$ cat config.mk
export PLATFORM = sky130hd
export DESIGN_NAME = hyperbus_phy
export DESIGN_NICKNAME = d
export VERILOG_FILES = /design/src/hyper_pkg.sv /design/src/hyper_ca_gen.sv /design/src/hyper_ctrl_fsm.sv /design/src/hyper_tx_path.sv /design/src/hyper_rx_path.sv /design/src/hyperbus_phy.sv
export SDC_FILE = /design/constraint.sdc
export NUM_CORES = 1
export LEC_CHECK = 0
export BUFFER_PORTS_ARGS = -buffer_cell sky130_fd_sc_hd__buf_2
export CAP_MARGIN = 0
export CORE_ASPECT_RATIO = 0.5
export CORE_MARGIN = 2
export CORE_UTILIZATION = 35
export DETAILED_ROUTE_END_ITERATION = 12
export HOLD_SLACK_MARGIN = 0.06
export PLACE_DENSITY = 0.68
export SYNTH_ARGS = -nofsm -noshare
export SYNTH_HDL_FRONTEND = slang
export SYNTH_SLANG_ARGS = --single-unit
export TNS_END_PERCENT = 10
$ cat constraint.sdc
create_clock -name clk0 -period 3.22 [get_ports clk0]
set_clock_uncertainty 0.2 [all_clocks]
set_input_delay 0 -clock clk0 [delete_from_list [all_inputs] [get_ports clk0]]
set_output_delay 0 -clock clk0 [all_outputs]
set_load 0.03 [all_outputs]
$ cat src/hyper_pkg.sv
// Shared definitions for the HyperBus PHY
// Bus widths, fixed latencies and the controller state type

package hyper_pkg;

    localparam int NR_CS       = 2;
    localparam int BURST_WIDTH = 12;
    localparam int ADDR_WIDTH  = 32;
    localparam int WORD_WIDTH  = 16;
    localparam int STRB_WIDTH  = WORD_WIDTH / 8;  // One strobe per byte lane
    localparam int CA_WIDTH    = 48;

    // Latencies in bus clock cycles
    localparam int T_ACC = 6;
    localparam int T_RWR = 4;

    // Wide enough for the doubled access latency
    localparam int CNT_WIDTH = $clog2(2 * T_ACC + 1);

    typedef enum logic [2:0] {
        ST_IDLE,
        ST_CMD,     // Three command-address cycles
        ST_LAT,     // Initial access latency
        ST_WDATA,
        ST_WSTALL,  // Waiting for a write word, clock stopped
        ST_RDATA,
        ST_RSTALL,  // Receive register full, clock stopped
        ST_RECOV    // Read-write recovery, chip select high
    } hyper_state_t;

endpackage

$ cat src/hyper_ca_gen.sv
// Command-address word builder
// Returns one 16-bit slice of the 48-bit CA word per command cycle
`timescale 1ns/1ns

module hyper_ca_gen
    import hyper_pkg::*;
(
    input  logic                  read_i,
    input  logic [ADDR_WIDTH-1:0] address_i,
    input  logic [1:0]            ca_sel_i,
    output logic [WORD_WIDTH-1:0] ca_word_o
);

    logic [CA_WIDTH-1:0] ca;

    // Memory space, linear burst
    assign ca = {read_i, 1'b0, 1'b1,
                 address_i[ADDR_WIDTH-1:3],  // Row and upper column
                 13'b0,
                 address_i[2:0]};            // Lower column

    always_comb begin
        case (ca_sel_i)
            2'd0:    ca_word_o = ca[47:32];
            2'd1:    ca_word_o = ca[31:16];
            2'd2:    ca_word_o = ca[15:0];
            default: ca_word_o = '0;
        endcase
    end

endmodule

$ cat src/hyper_ctrl_fsm.sv
// Transaction controller for the HyperBus PHY
// Command, latency, burst and recovery sequencing with clock-enable control
`timescale 1ns/1ns

module hyper_ctrl_fsm
    import hyper_pkg::*;
(
    input  logic                   clk0,
    input  logic                   rst_ni,

    input  logic                   trans_valid_i,
    output logic                   trans_ready_o,
    input  logic [ADDR_WIDTH-1:0]  trans_address_i,
    input  logic                   trans_write_i,
    input  logic [NR_CS-1:0]       trans_cs_i,
    input  logic [BURST_WIDTH-1:0] trans_burst_i,

    input  logic                   tx_valid_i,

    input  logic                   rx_full_i,
    input  logic                   rx_ready_i,
    input  logic                   rx_take_i,

    input  logic                   hyper_rwds_i,

    output hyper_state_t           state_o,
    output logic [1:0]             ca_sel_o,
    output logic                   last_word_o,
    output logic [ADDR_WIDTH-1:0]  addr_o,
    output logic                   read_o,
    output logic [NR_CS-1:0]       hyper_cs_no,
    output logic                   hyper_ck_en_o,
    output logic                   b_resp_valid_o
);

    hyper_state_t           state_q;
    logic [1:0]             ca_sel_q;
    logic [CNT_WIDTH-1:0]   lat_cnt_q;
    logic [CNT_WIDTH-1:0]   rec_cnt_q;
    logic [BURST_WIDTH-1:0] burst_q;
    logic [NR_CS-1:0]       cs_q;
    logic                   write_q;
    logic [ADDR_WIDTH-1:0]  addr_q;
    logic                   rd_stall;
    logic                   cs_active;

    assign rd_stall  = rx_full_i && !rx_ready_i;
    assign last_word_o = (burst_q == BURST_WIDTH'(1));

    always_ff @(posedge clk0 or negedge rst_ni) begin
        if (!rst_ni) begin
            state_q   <= ST_IDLE;
            ca_sel_q  <= '0;
            lat_cnt_q <= '0;
            rec_cnt_q <= '0;
            burst_q   <= '0;
            cs_q      <= '0;
            write_q   <= 1'b0;
        end else begin
            case (state_q)
                ST_IDLE: begin
                    cs_q     <= trans_cs_i;
                    write_q  <= trans_write_i;
                    burst_q  <= trans_burst_i;
                    ca_sel_q <= '0;
                    if (trans_valid_i) state_q <= ST_CMD;
                end
                ST_CMD: begin
                    if (ca_sel_q == 2'd2) begin
                        // Memory asks for double latency with RWDS high
                        lat_cnt_q <= hyper_rwds_i ? CNT_WIDTH'(2 * T_ACC - 1)
                                                  : CNT_WIDTH'(T_ACC - 1);
                        state_q   <= ST_LAT;
                    end else begin
                        ca_sel_q <= ca_sel_q + 2'd1;
                    end
                end
                ST_LAT: begin
                    if (lat_cnt_q == '0) begin
                        // Write fetches its first word with the clock stopped
                        state_q <= write_q ? ST_WSTALL : ST_RDATA;
                    end else begin
                        lat_cnt_q <= lat_cnt_q - CNT_WIDTH'(1);
                    end
                end
                ST_WSTALL: begin
                    if (tx_valid_i) state_q <= ST_WDATA;
                end
                ST_WDATA: begin
                    burst_q <= burst_q - BURST_WIDTH'(1);
                    if (last_word_o) begin
                        rec_cnt_q <= CNT_WIDTH'(T_RWR - 1);
                        state_q   <= ST_RECOV;
                    end else if (!tx_valid_i) begin
                        state_q <= ST_WSTALL;
                    end
                end
                ST_RDATA: begin
                    if (rd_stall) begin
                        state_q <= ST_RSTALL;
                    end else begin
                        burst_q <= burst_q - BURST_WIDTH'(1);  // One word per enabled cycle
                        if (last_word_o) begin
                            rec_cnt_q <= CNT_WIDTH'(T_RWR - 1);
                            state_q   <= ST_RECOV;
                        end
                    end
                end
                ST_RSTALL: begin
                    if (rx_take_i) state_q <= ST_RDATA;
                end
                ST_RECOV: begin
                    if (rec_cnt_q == '0) state_q <= ST_IDLE;
                    else rec_cnt_q <= rec_cnt_q - CNT_WIDTH'(1);
                end
                default: state_q <= ST_IDLE;
            endcase
        end
    end

    always_ff @(posedge clk0) begin
        if (state_q == ST_IDLE) addr_q <= trans_address_i;
    end

    assign cs_active = !(state_q inside {ST_IDLE, ST_RECOV});

    always_comb begin
        case (state_q)
            ST_CMD, ST_LAT, ST_WDATA: hyper_ck_en_o = 1'b1;
            ST_RDATA:                 hyper_ck_en_o = !rd_stall;  // Drop at once on back-pressure
            default:                  hyper_ck_en_o = 1'b0;
        endcase
    end

    assign hyper_cs_no    = cs_active ? ~cs_q : {NR_CS{1'b1}};
    assign trans_ready_o  = (state_q == ST_CMD) && (ca_sel_q == 2'd0);
    assign b_resp_valid_o = (state_q == ST_WDATA) && last_word_o;
    assign state_o        = state_q;
    assign ca_sel_o       = ca_sel_q;
    assign addr_o         = addr_q;
    assign read_o         = !write_q;

    // Chip select stays high through recovery before the next command
    a_cs_recovery: assert property (@(posedge clk0) disable iff (!rst_ni)
        $fell(&hyper_cs_no) |-> $past(&hyper_cs_no, T_RWR));

    // Handshake completes on the cycle right after leaving idle
    a_ready_first_cmd: assert property (@(posedge clk0) disable iff (!rst_ni)
        trans_ready_o |-> $past(state_q) == ST_IDLE && $past(trans_valid_i));

endmodule

$ cat src/hyper_tx_path.sv
// Transmit data path
// Write word capture and DQ / RWDS output drive with enables
`timescale 1ns/1ns

module hyper_tx_path
    import hyper_pkg::*;
(
    input  logic                  clk0,
    input  logic                  rst_ni,

    input  hyper_state_t          state_i,
    input  logic                  last_word_i,
    input  logic [WORD_WIDTH-1:0] ca_word_i,

    input  logic                  tx_valid_i,
    input  logic [WORD_WIDTH-1:0] tx_data_i,
    input  logic [STRB_WIDTH-1:0] tx_strb_i,
    output logic                  tx_ready_o,

    output logic [WORD_WIDTH-1:0] hyper_dq_o,
    output logic                  hyper_dq_oe_o,
    output logic [STRB_WIDTH-1:0] hyper_rwds_o,
    output logic                  hyper_rwds_oe_o
);

    logic [WORD_WIDTH-1:0] wdata_q;
    logic [STRB_WIDTH-1:0] wstrb_q;
    logic                  wr_phase;

    assign wr_phase = state_i inside {ST_WDATA, ST_WSTALL};

    // No fetch while the final word is on the bus
    assign tx_ready_o = (state_i == ST_WSTALL) || (state_i == ST_WDATA && !last_word_i);

    always_ff @(posedge clk0) begin
        if (tx_valid_i && tx_ready_o) begin
            wdata_q <= tx_data_i;
            wstrb_q <= tx_strb_i;
        end
    end

    assign hyper_dq_oe_o   = (state_i == ST_CMD) || wr_phase;
    assign hyper_rwds_oe_o = wr_phase;

    assign hyper_dq_o   = (state_i == ST_CMD) ? ca_word_i : (wr_phase ? wdata_q : '0);
    assign hyper_rwds_o = wr_phase ? ~wstrb_q : '0;  // RWDS high masks the byte

    // Bus already released in the cycle before any read state
    a_no_drive_on_read: assert property (@(posedge clk0) disable iff (!rst_ni)
        state_i inside {ST_RDATA, ST_RSTALL} |-> !hyper_dq_oe_o && !hyper_rwds_oe_o
            && !$past(hyper_dq_oe_o) && !$past(hyper_rwds_oe_o));

endmodule

$ cat src/hyper_rx_path.sv
// Receive data path
// One-word register for RWDS-marked read data on a valid/ready port
`timescale 1ns/1ns

module hyper_rx_path
    import hyper_pkg::*;
(
    input  logic                  clk0,
    input  logic                  rst_ni,

    input  hyper_state_t          state_i,
    input  logic                  last_word_i,

    input  logic [WORD_WIDTH-1:0] hyper_dq_i,
    input  logic                  hyper_rwds_i,

    input  logic                  rx_ready_i,
    output logic                  rx_valid_o,
    output logic [WORD_WIDTH-1:0] rx_data_o,
    output logic                  rx_last_o,
    output logic                  rx_full_o,
    output logic                  rx_take_o
);

    logic [WORD_WIDTH-1:0] data_q;
    logic                  valid_q;
    logic                  last_q;
    logic                  capture;

    assign rx_take_o = valid_q && rx_ready_i;

    // Never overwrite a word that has not been taken
    assign capture = (state_i == ST_RDATA) && hyper_rwds_i && (!valid_q || rx_ready_i);

    always_ff @(posedge clk0 or negedge rst_ni) begin
        if (!rst_ni) begin
            valid_q <= 1'b0;
            last_q  <= 1'b0;
        end else if (capture) begin
            valid_q <= 1'b1;
            last_q  <= last_word_i;
        end else if (rx_take_o) begin
            valid_q <= 1'b0;
            last_q  <= 1'b0;
        end
    end

    always_ff @(posedge clk0) begin
        if (capture) data_q <= hyper_dq_i;
    end

    assign rx_valid_o = valid_q;
    assign rx_data_o  = data_q;
    assign rx_last_o  = last_q;
    assign rx_full_o  = valid_q;

    a_rx_hold: assert property (@(posedge clk0) disable iff (!rst_ni)
        rx_valid_o && !rx_ready_i |=> rx_valid_o && $stable(rx_data_o) && $stable(rx_last_o));

endmodule

$ cat src/hyperbus_phy.sv
// HyperBus PHY top level
// Controller, command-address builder, transmit and receive paths
`timescale 1ns/1ns

module hyperbus_phy
    import hyper_pkg::*;
(
    input  logic                   clk0,
    input  logic                   rst_ni,

    // Transactions
    input  logic                   trans_valid_i,
    output logic                   trans_ready_o,
    input  logic [ADDR_WIDTH-1:0]  trans_address_i,
    input  logic [NR_CS-1:0]       trans_cs_i,
    input  logic                   trans_write_i,
    input  logic [BURST_WIDTH-1:0] trans_burst_i,

    // Write data
    input  logic                   tx_valid_i,
    output logic                   tx_ready_o,
    input  logic [WORD_WIDTH-1:0]  tx_data_i,
    input  logic [STRB_WIDTH-1:0]  tx_strb_i,

    // Read data
    output logic                   rx_valid_o,
    input  logic                   rx_ready_i,
    output logic [WORD_WIDTH-1:0]  rx_data_o,
    output logic                   rx_last_o,

    output logic                   b_resp_valid_o,

    // Bus side
    output logic [NR_CS-1:0]       hyper_cs_no,
    output logic                   hyper_ck_en_o,
    output logic [WORD_WIDTH-1:0]  hyper_dq_o,
    output logic                   hyper_dq_oe_o,
    input  logic [WORD_WIDTH-1:0]  hyper_dq_i,
    output logic [STRB_WIDTH-1:0]  hyper_rwds_o,
    output logic                   hyper_rwds_oe_o,
    input  logic                   hyper_rwds_i
);

    hyper_state_t          state;
    logic [1:0]            ca_sel;
    logic [WORD_WIDTH-1:0] ca_word;
    logic [ADDR_WIDTH-1:0] addr;
    logic                  read;
    logic                  last_word;
    logic                  rx_full;
    logic                  rx_take;

    hyper_ctrl_fsm ctrl_fsm_inst (
        .clk0            ( clk0            ),
        .rst_ni          ( rst_ni          ),
        .trans_valid_i   ( trans_valid_i   ),
        .trans_ready_o   ( trans_ready_o   ),
        .trans_address_i ( trans_address_i ),
        .trans_write_i   ( trans_write_i   ),
        .trans_cs_i      ( trans_cs_i      ),
        .trans_burst_i   ( trans_burst_i   ),
        .tx_valid_i      ( tx_valid_i      ),
        .rx_full_i       ( rx_full         ),
        .rx_ready_i      ( rx_ready_i      ),
        .rx_take_i       ( rx_take         ),
        .hyper_rwds_i    ( hyper_rwds_i    ),
        .state_o         ( state           ),
        .ca_sel_o        ( ca_sel          ),
        .last_word_o     ( last_word       ),
        .addr_o          ( addr            ),
        .read_o          ( read            ),
        .hyper_cs_no     ( hyper_cs_no     ),
        .hyper_ck_en_o   ( hyper_ck_en_o   ),
        .b_resp_valid_o  ( b_resp_valid_o  )
    );

    hyper_ca_gen ca_gen_inst (
        .read_i    ( read    ),
        .address_i ( addr    ),
        .ca_sel_i  ( ca_sel  ),
        .ca_word_o ( ca_word )
    );

    hyper_tx_path tx_path_inst (
        .clk0            ( clk0            ),
        .rst_ni          ( rst_ni          ),
        .state_i         ( state           ),
        .last_word_i     ( last_word       ),
        .ca_word_i       ( ca_word         ),
        .tx_valid_i      ( tx_valid_i      ),
        .tx_data_i       ( tx_data_i       ),
        .tx_strb_i       ( tx_strb_i       ),
        .tx_ready_o      ( tx_ready_o      ),
        .hyper_dq_o      ( hyper_dq_o      ),
        .hyper_dq_oe_o   ( hyper_dq_oe_o   ),
        .hyper_rwds_o    ( hyper_rwds_o    ),
        .hyper_rwds_oe_o ( hyper_rwds_oe_o )
    );

    hyper_rx_path rx_path_inst (
        .clk0         ( clk0         ),
        .rst_ni       ( rst_ni       ),
        .state_i      ( state        ),
        .last_word_i  ( last_word    ),
        .hyper_dq_i   ( hyper_dq_i   ),
        .hyper_rwds_i ( hyper_rwds_i ),
        .rx_ready_i   ( rx_ready_i   ),
        .rx_valid_o   ( rx_valid_o   ),
        .rx_data_o    ( rx_data_o    ),
        .rx_last_o    ( rx_last_o    ),
        .rx_full_o    ( rx_full      ),
        .rx_take_o    ( rx_take      )
    );

endmodule

==> run_results.csv <==
group,metric,value,unit
clocking,numClockSinks,96,
hold_path,min-delay-start,"trans_valid_i",
global_route,global_route.peak_usage_layer,"met2",
worst_setup_path,top_cell_by_count_worst_path,"nand2_1",
clocking,clock_tree_root_buffer_cell,"clkbuf_16",
floorplan,core,0.0121,sq mm
power_and_ir_drop,cellPowerDensity,904,mW/mm^2
logic_synthesis,postSynthAreaPerCell,12.3,sq um
timing,maxSlewHeadroom,45.9,%
logic_synthesis,synth-edff-count,66,
worst_setup_path,critPathBufInv,1,
power_and_ir_drop,power.static_leakage,2.59,nW
clocking,cts.reportedPaths.clkPinSlew,0.07,ns
logic_synthesis,yosysTopAreaCell,"edfxtp_1",
place,hpwl,7110,microns
final_layout,utilization,52.5,%
logic_synthesis,synth-async-reset-ratio,31.3,%
global_route,grt_util_all_layers,17.4,%
clocking,cts.path.max_buffers,2,
routing,dr.pass1.iters,5,
place,gp_congestion,0.823,
final_layout,post_route_cells_drive_above_1_share,28.3,%
timing,drv_slew,0,
hold_path,min-delay-path-class,"primary input to register",
logic_synthesis,synth.area.top_cells,"edfxtp_1, dfrtp_1, o21ai_0",
routing,drt_first_iter_violations,218,
logic_synthesis,synth_seq_cells,96,
routing,postRouteWirelength,11300,microns
logic_synthesis,yosysMostFrequentCell,"edfxtp_1",
worst_setup_path,path_depth,6,
timing,tightestPinTransition,0.812,ns
routing,drc_errors,0,
floorplan,die-width,163,microns
worst_setup_path,critical-path-top-delay-family,"flip-flops",
worst_setup_path,capture_instance_of_the_worst_register_to_register_path,"ctrl_fsm_inst.burst_q[5]",
routing,avgViaCountPerCell,4.95,
global_route,groute.layer.met1.usage,21.0,%
global_route,pin_count_of_the_biggest_net_entering_global_routing,35,
final_layout,final_design_instance_area_without_fill,0.00633,sq mm
worst_setup_path,register_to_register_path_depth,5,
worst_setup_path,setup.worst_path.class,"register to output pin",
worst_setup_path,crit_path_max_fanout,26,
timing,fin_crit,2.62,ns
hold_path,min_path_cells,5,
final_layout,n_antenna_cell,0,
logic_synthesis,synth.cell_area,0.00441,sq mm
worst_setup_path,r2r-start,"ctrl_fsm_inst.state_o[1]",
worst_setup_path,end_kind,"output pin",
logic_synthesis,synthFlopType,"edfxtp_1",
clocking,tritoncts.num_buffers,9,
floorplan,floorplan.initialDensity,36.6,%
logic_synthesis,synth.top_cell.area_share,44.9,%
timing,timing_hold_violations_final,0,
global_route,globalRouteMet3Util,4.20,%
worst_setup_path,crit_path_cell_trace,"and2b_1, nand2_1, nand2_2, nand2_1, o21ai_0, buf_2",
final_layout,flow.area_growth_from_synthesis,43.3,%
power_and_ir_drop,max-vdd-ir-drop,0.000436,V
timing,setup_viol,0,
logic_synthesis,postSynthNetCount,455,
floorplan,boundaryPins,131,
logic_synthesis,synth.top_cells.by_count,"edfxtp_1, nand2_1, dfrtp_1, o21ai_0, nor2_1",
worst_setup_path,max_stage_delay,0.87,ns
clocking,worst_skew_pair.late_latency,0.34,ns
power_and_ir_drop,total_power,5.72,mW
floorplan,row_count,28,
worst_setup_path,crit_path_start_kind,"register",
clocking,tritoncts,"built",
global_route,grt_pass1_wl,18600,microns
logic_synthesis,synth-seq-area-share,61.9,%
place,setup_slack_at_placement,0.766,ns
worst_setup_path,worst_ep_arrival,2.42,ns
place,io_buffer_count,130,
final_layout,final_nets,665,
place,placed_cell_area,0.00515,sq mm
global_route,grt_total_ovfl,0,
worst_setup_path,worstPathRequired,3.02,ns
routing,route.vias.total,3666,
timing,final.setup.worst_slack,0.595,ns
job,cap_violations,0,
floorplan,die_h,83.4,microns
timing,unrepaired_setup_endpoints_after_global_routing,"false",
logic_synthesis,synthesis.yosys.warnings,0,
timing,tns,0,ns
outcome,result_of_the_run,"finished clean",
global_route,grt_use_met2,30.8,%
global_route,grt_antenna_before_repair,0,
clocking,resized_after_cts,0,
routing,wl_per_cell,15.2,microns
worst_setup_path,worst_path_max_delay_cell,"dfrtp_1",
worst_setup_path,worst-r2r-setup-slack,0.68,ns
timing,layout_worst_path_cycle_share,81.5,%
logic_synthesis,post_synth_num_cell_types,57,
routing,ant_nets,0,
timing,max_freq,381,MHz
global_route,first_global_vias,3816,
floorplan,design.die.area,0.0136,sq mm
hold_path,worstHoldEndpoint,"ctrl_fsm_inst.state_o[0]",
logic_synthesis,syn-instance-count,360,
clocking,cts-htree-levels,3,
repair_timing:
item	4_1_cts	5_1_grt
hold endpoints to repair	119	0
setup buffers	0	0
hold buffers	88	0
setup endpoints to repair	0	0
area by class of cell:
class / count / area [sq um]
multi-input combinational: 229 / 1490
sequential: 96 / 2730
inverter: 13 / 48.8
tap: 165 / 206
clock inverter: 7 / 73.8
clock buffer: 9 / 225
fill: 1044 / 5730
timing repair buffer: 221 / 1550
flip-flops by register name, indices dropped and copies added (netlist names):
name                     cells
ctrl_fsm_inst.cs_q           2
ctrl_fsm_inst.addr_o        32
ctrl_fsm_inst.lat_cnt_q      4
ctrl_fsm_inst.write_q        1
tx_path_inst.wstrb_q         2
rx_path_inst.rx_data_o      16
ctrl_fsm_inst.ca_sel_o       2
ctrl_fsm_inst.rec_cnt_q      4
ctrl_fsm_inst.state_o        3
rx_path_inst.rx_full_o       1
rx_path_inst.rx_last_o       1
tx_path_inst.wdata_q        16
ctrl_fsm_inst.burst_q       12
cells by family (layout without fill, tap and decap cells):
| group | count (synthesis) | count (layout) | share of synthesized area, % |
|---|---|---|---|
| simple gates | 103 | 103 | 12.5 |
| mux | 5 | 5 | 1.22 |
| buf+inv | 35 | 250 | 4.45 |
| xor+xnor | 3 | 3 | 0.595 |
| compound gates | 110 | 110 | 17.1 |
| flops | 96 | 96 | 61.9 |
| fa+ha+maj | 8 | 8 | 2.27 |
metrics by stage:
stage	hold WS, ns	std cells
floorplan	-0.496	360
global placement	-0.111	636
detailed placement	-0.109	636
CTS	0.143	740
global route	0.147	740
finish	0.151	740
worst max path at each step:
| stage | startpoint | end |
|---|---|---|
| floorplan | ctrl_fsm_inst.burst_q[1] | tx_path_inst.wdata_q[0] |
| CTS | ctrl_fsm_inst.state_o[1] | hyper_dq_o[8] |
| finish | ctrl_fsm_inst.state_o[1] | hyper_dq_o[0] |
| detailed placement | ctrl_fsm_inst.state_o[1] | ctrl_fsm_inst.burst_q[11] |
| global route | ctrl_fsm_inst.state_o[1] | hyper_dq_o[8] |
| global placement | ctrl_fsm_inst.state_o[1] | ctrl_fsm_inst.burst_q[1] |
tightest hold or removal path, stage by stage:
cell,delay (ns)
buf_2,0.09
nor3_1,0.04
a31oi_1,0.13
o2111a_2,0.28
a21o_1,0.12
metal layers:
metal,routed length [microns],up-vias
li1,-,1774
met5,0,-
met2,5790,109
met3,499,23
met1,4750,1760
met4,221,0
cells in the final DEF (no fill, tap or decap), drive strengths merged, types with 8 or more instances in the layout:
cell type	instances
a21oi	17
nor3	10
ha	8
a22oi	17
edfxtp	66
buf	133
nand2	38
dlygate4sd3	88
nor2	19
dfrtp	30
inv	16
nand3	9
o2bb2ai	8
o21ai	32
o22ai	10
clkbuf	9
power breakdown:
| group | leakage [nW] | total (mW) | switching [mW] | internal, mW |
|---|---|---|---|---|
| logic | 1.47 | 2.59 | 1.64 | 0.956 |
| clock network | 0.141 | 1.06 | 0.507 | 0.550 |
| registers | 0.972 | 2.07 | 0.318 | 1.75 |
(Power assumes the default switching activity.)
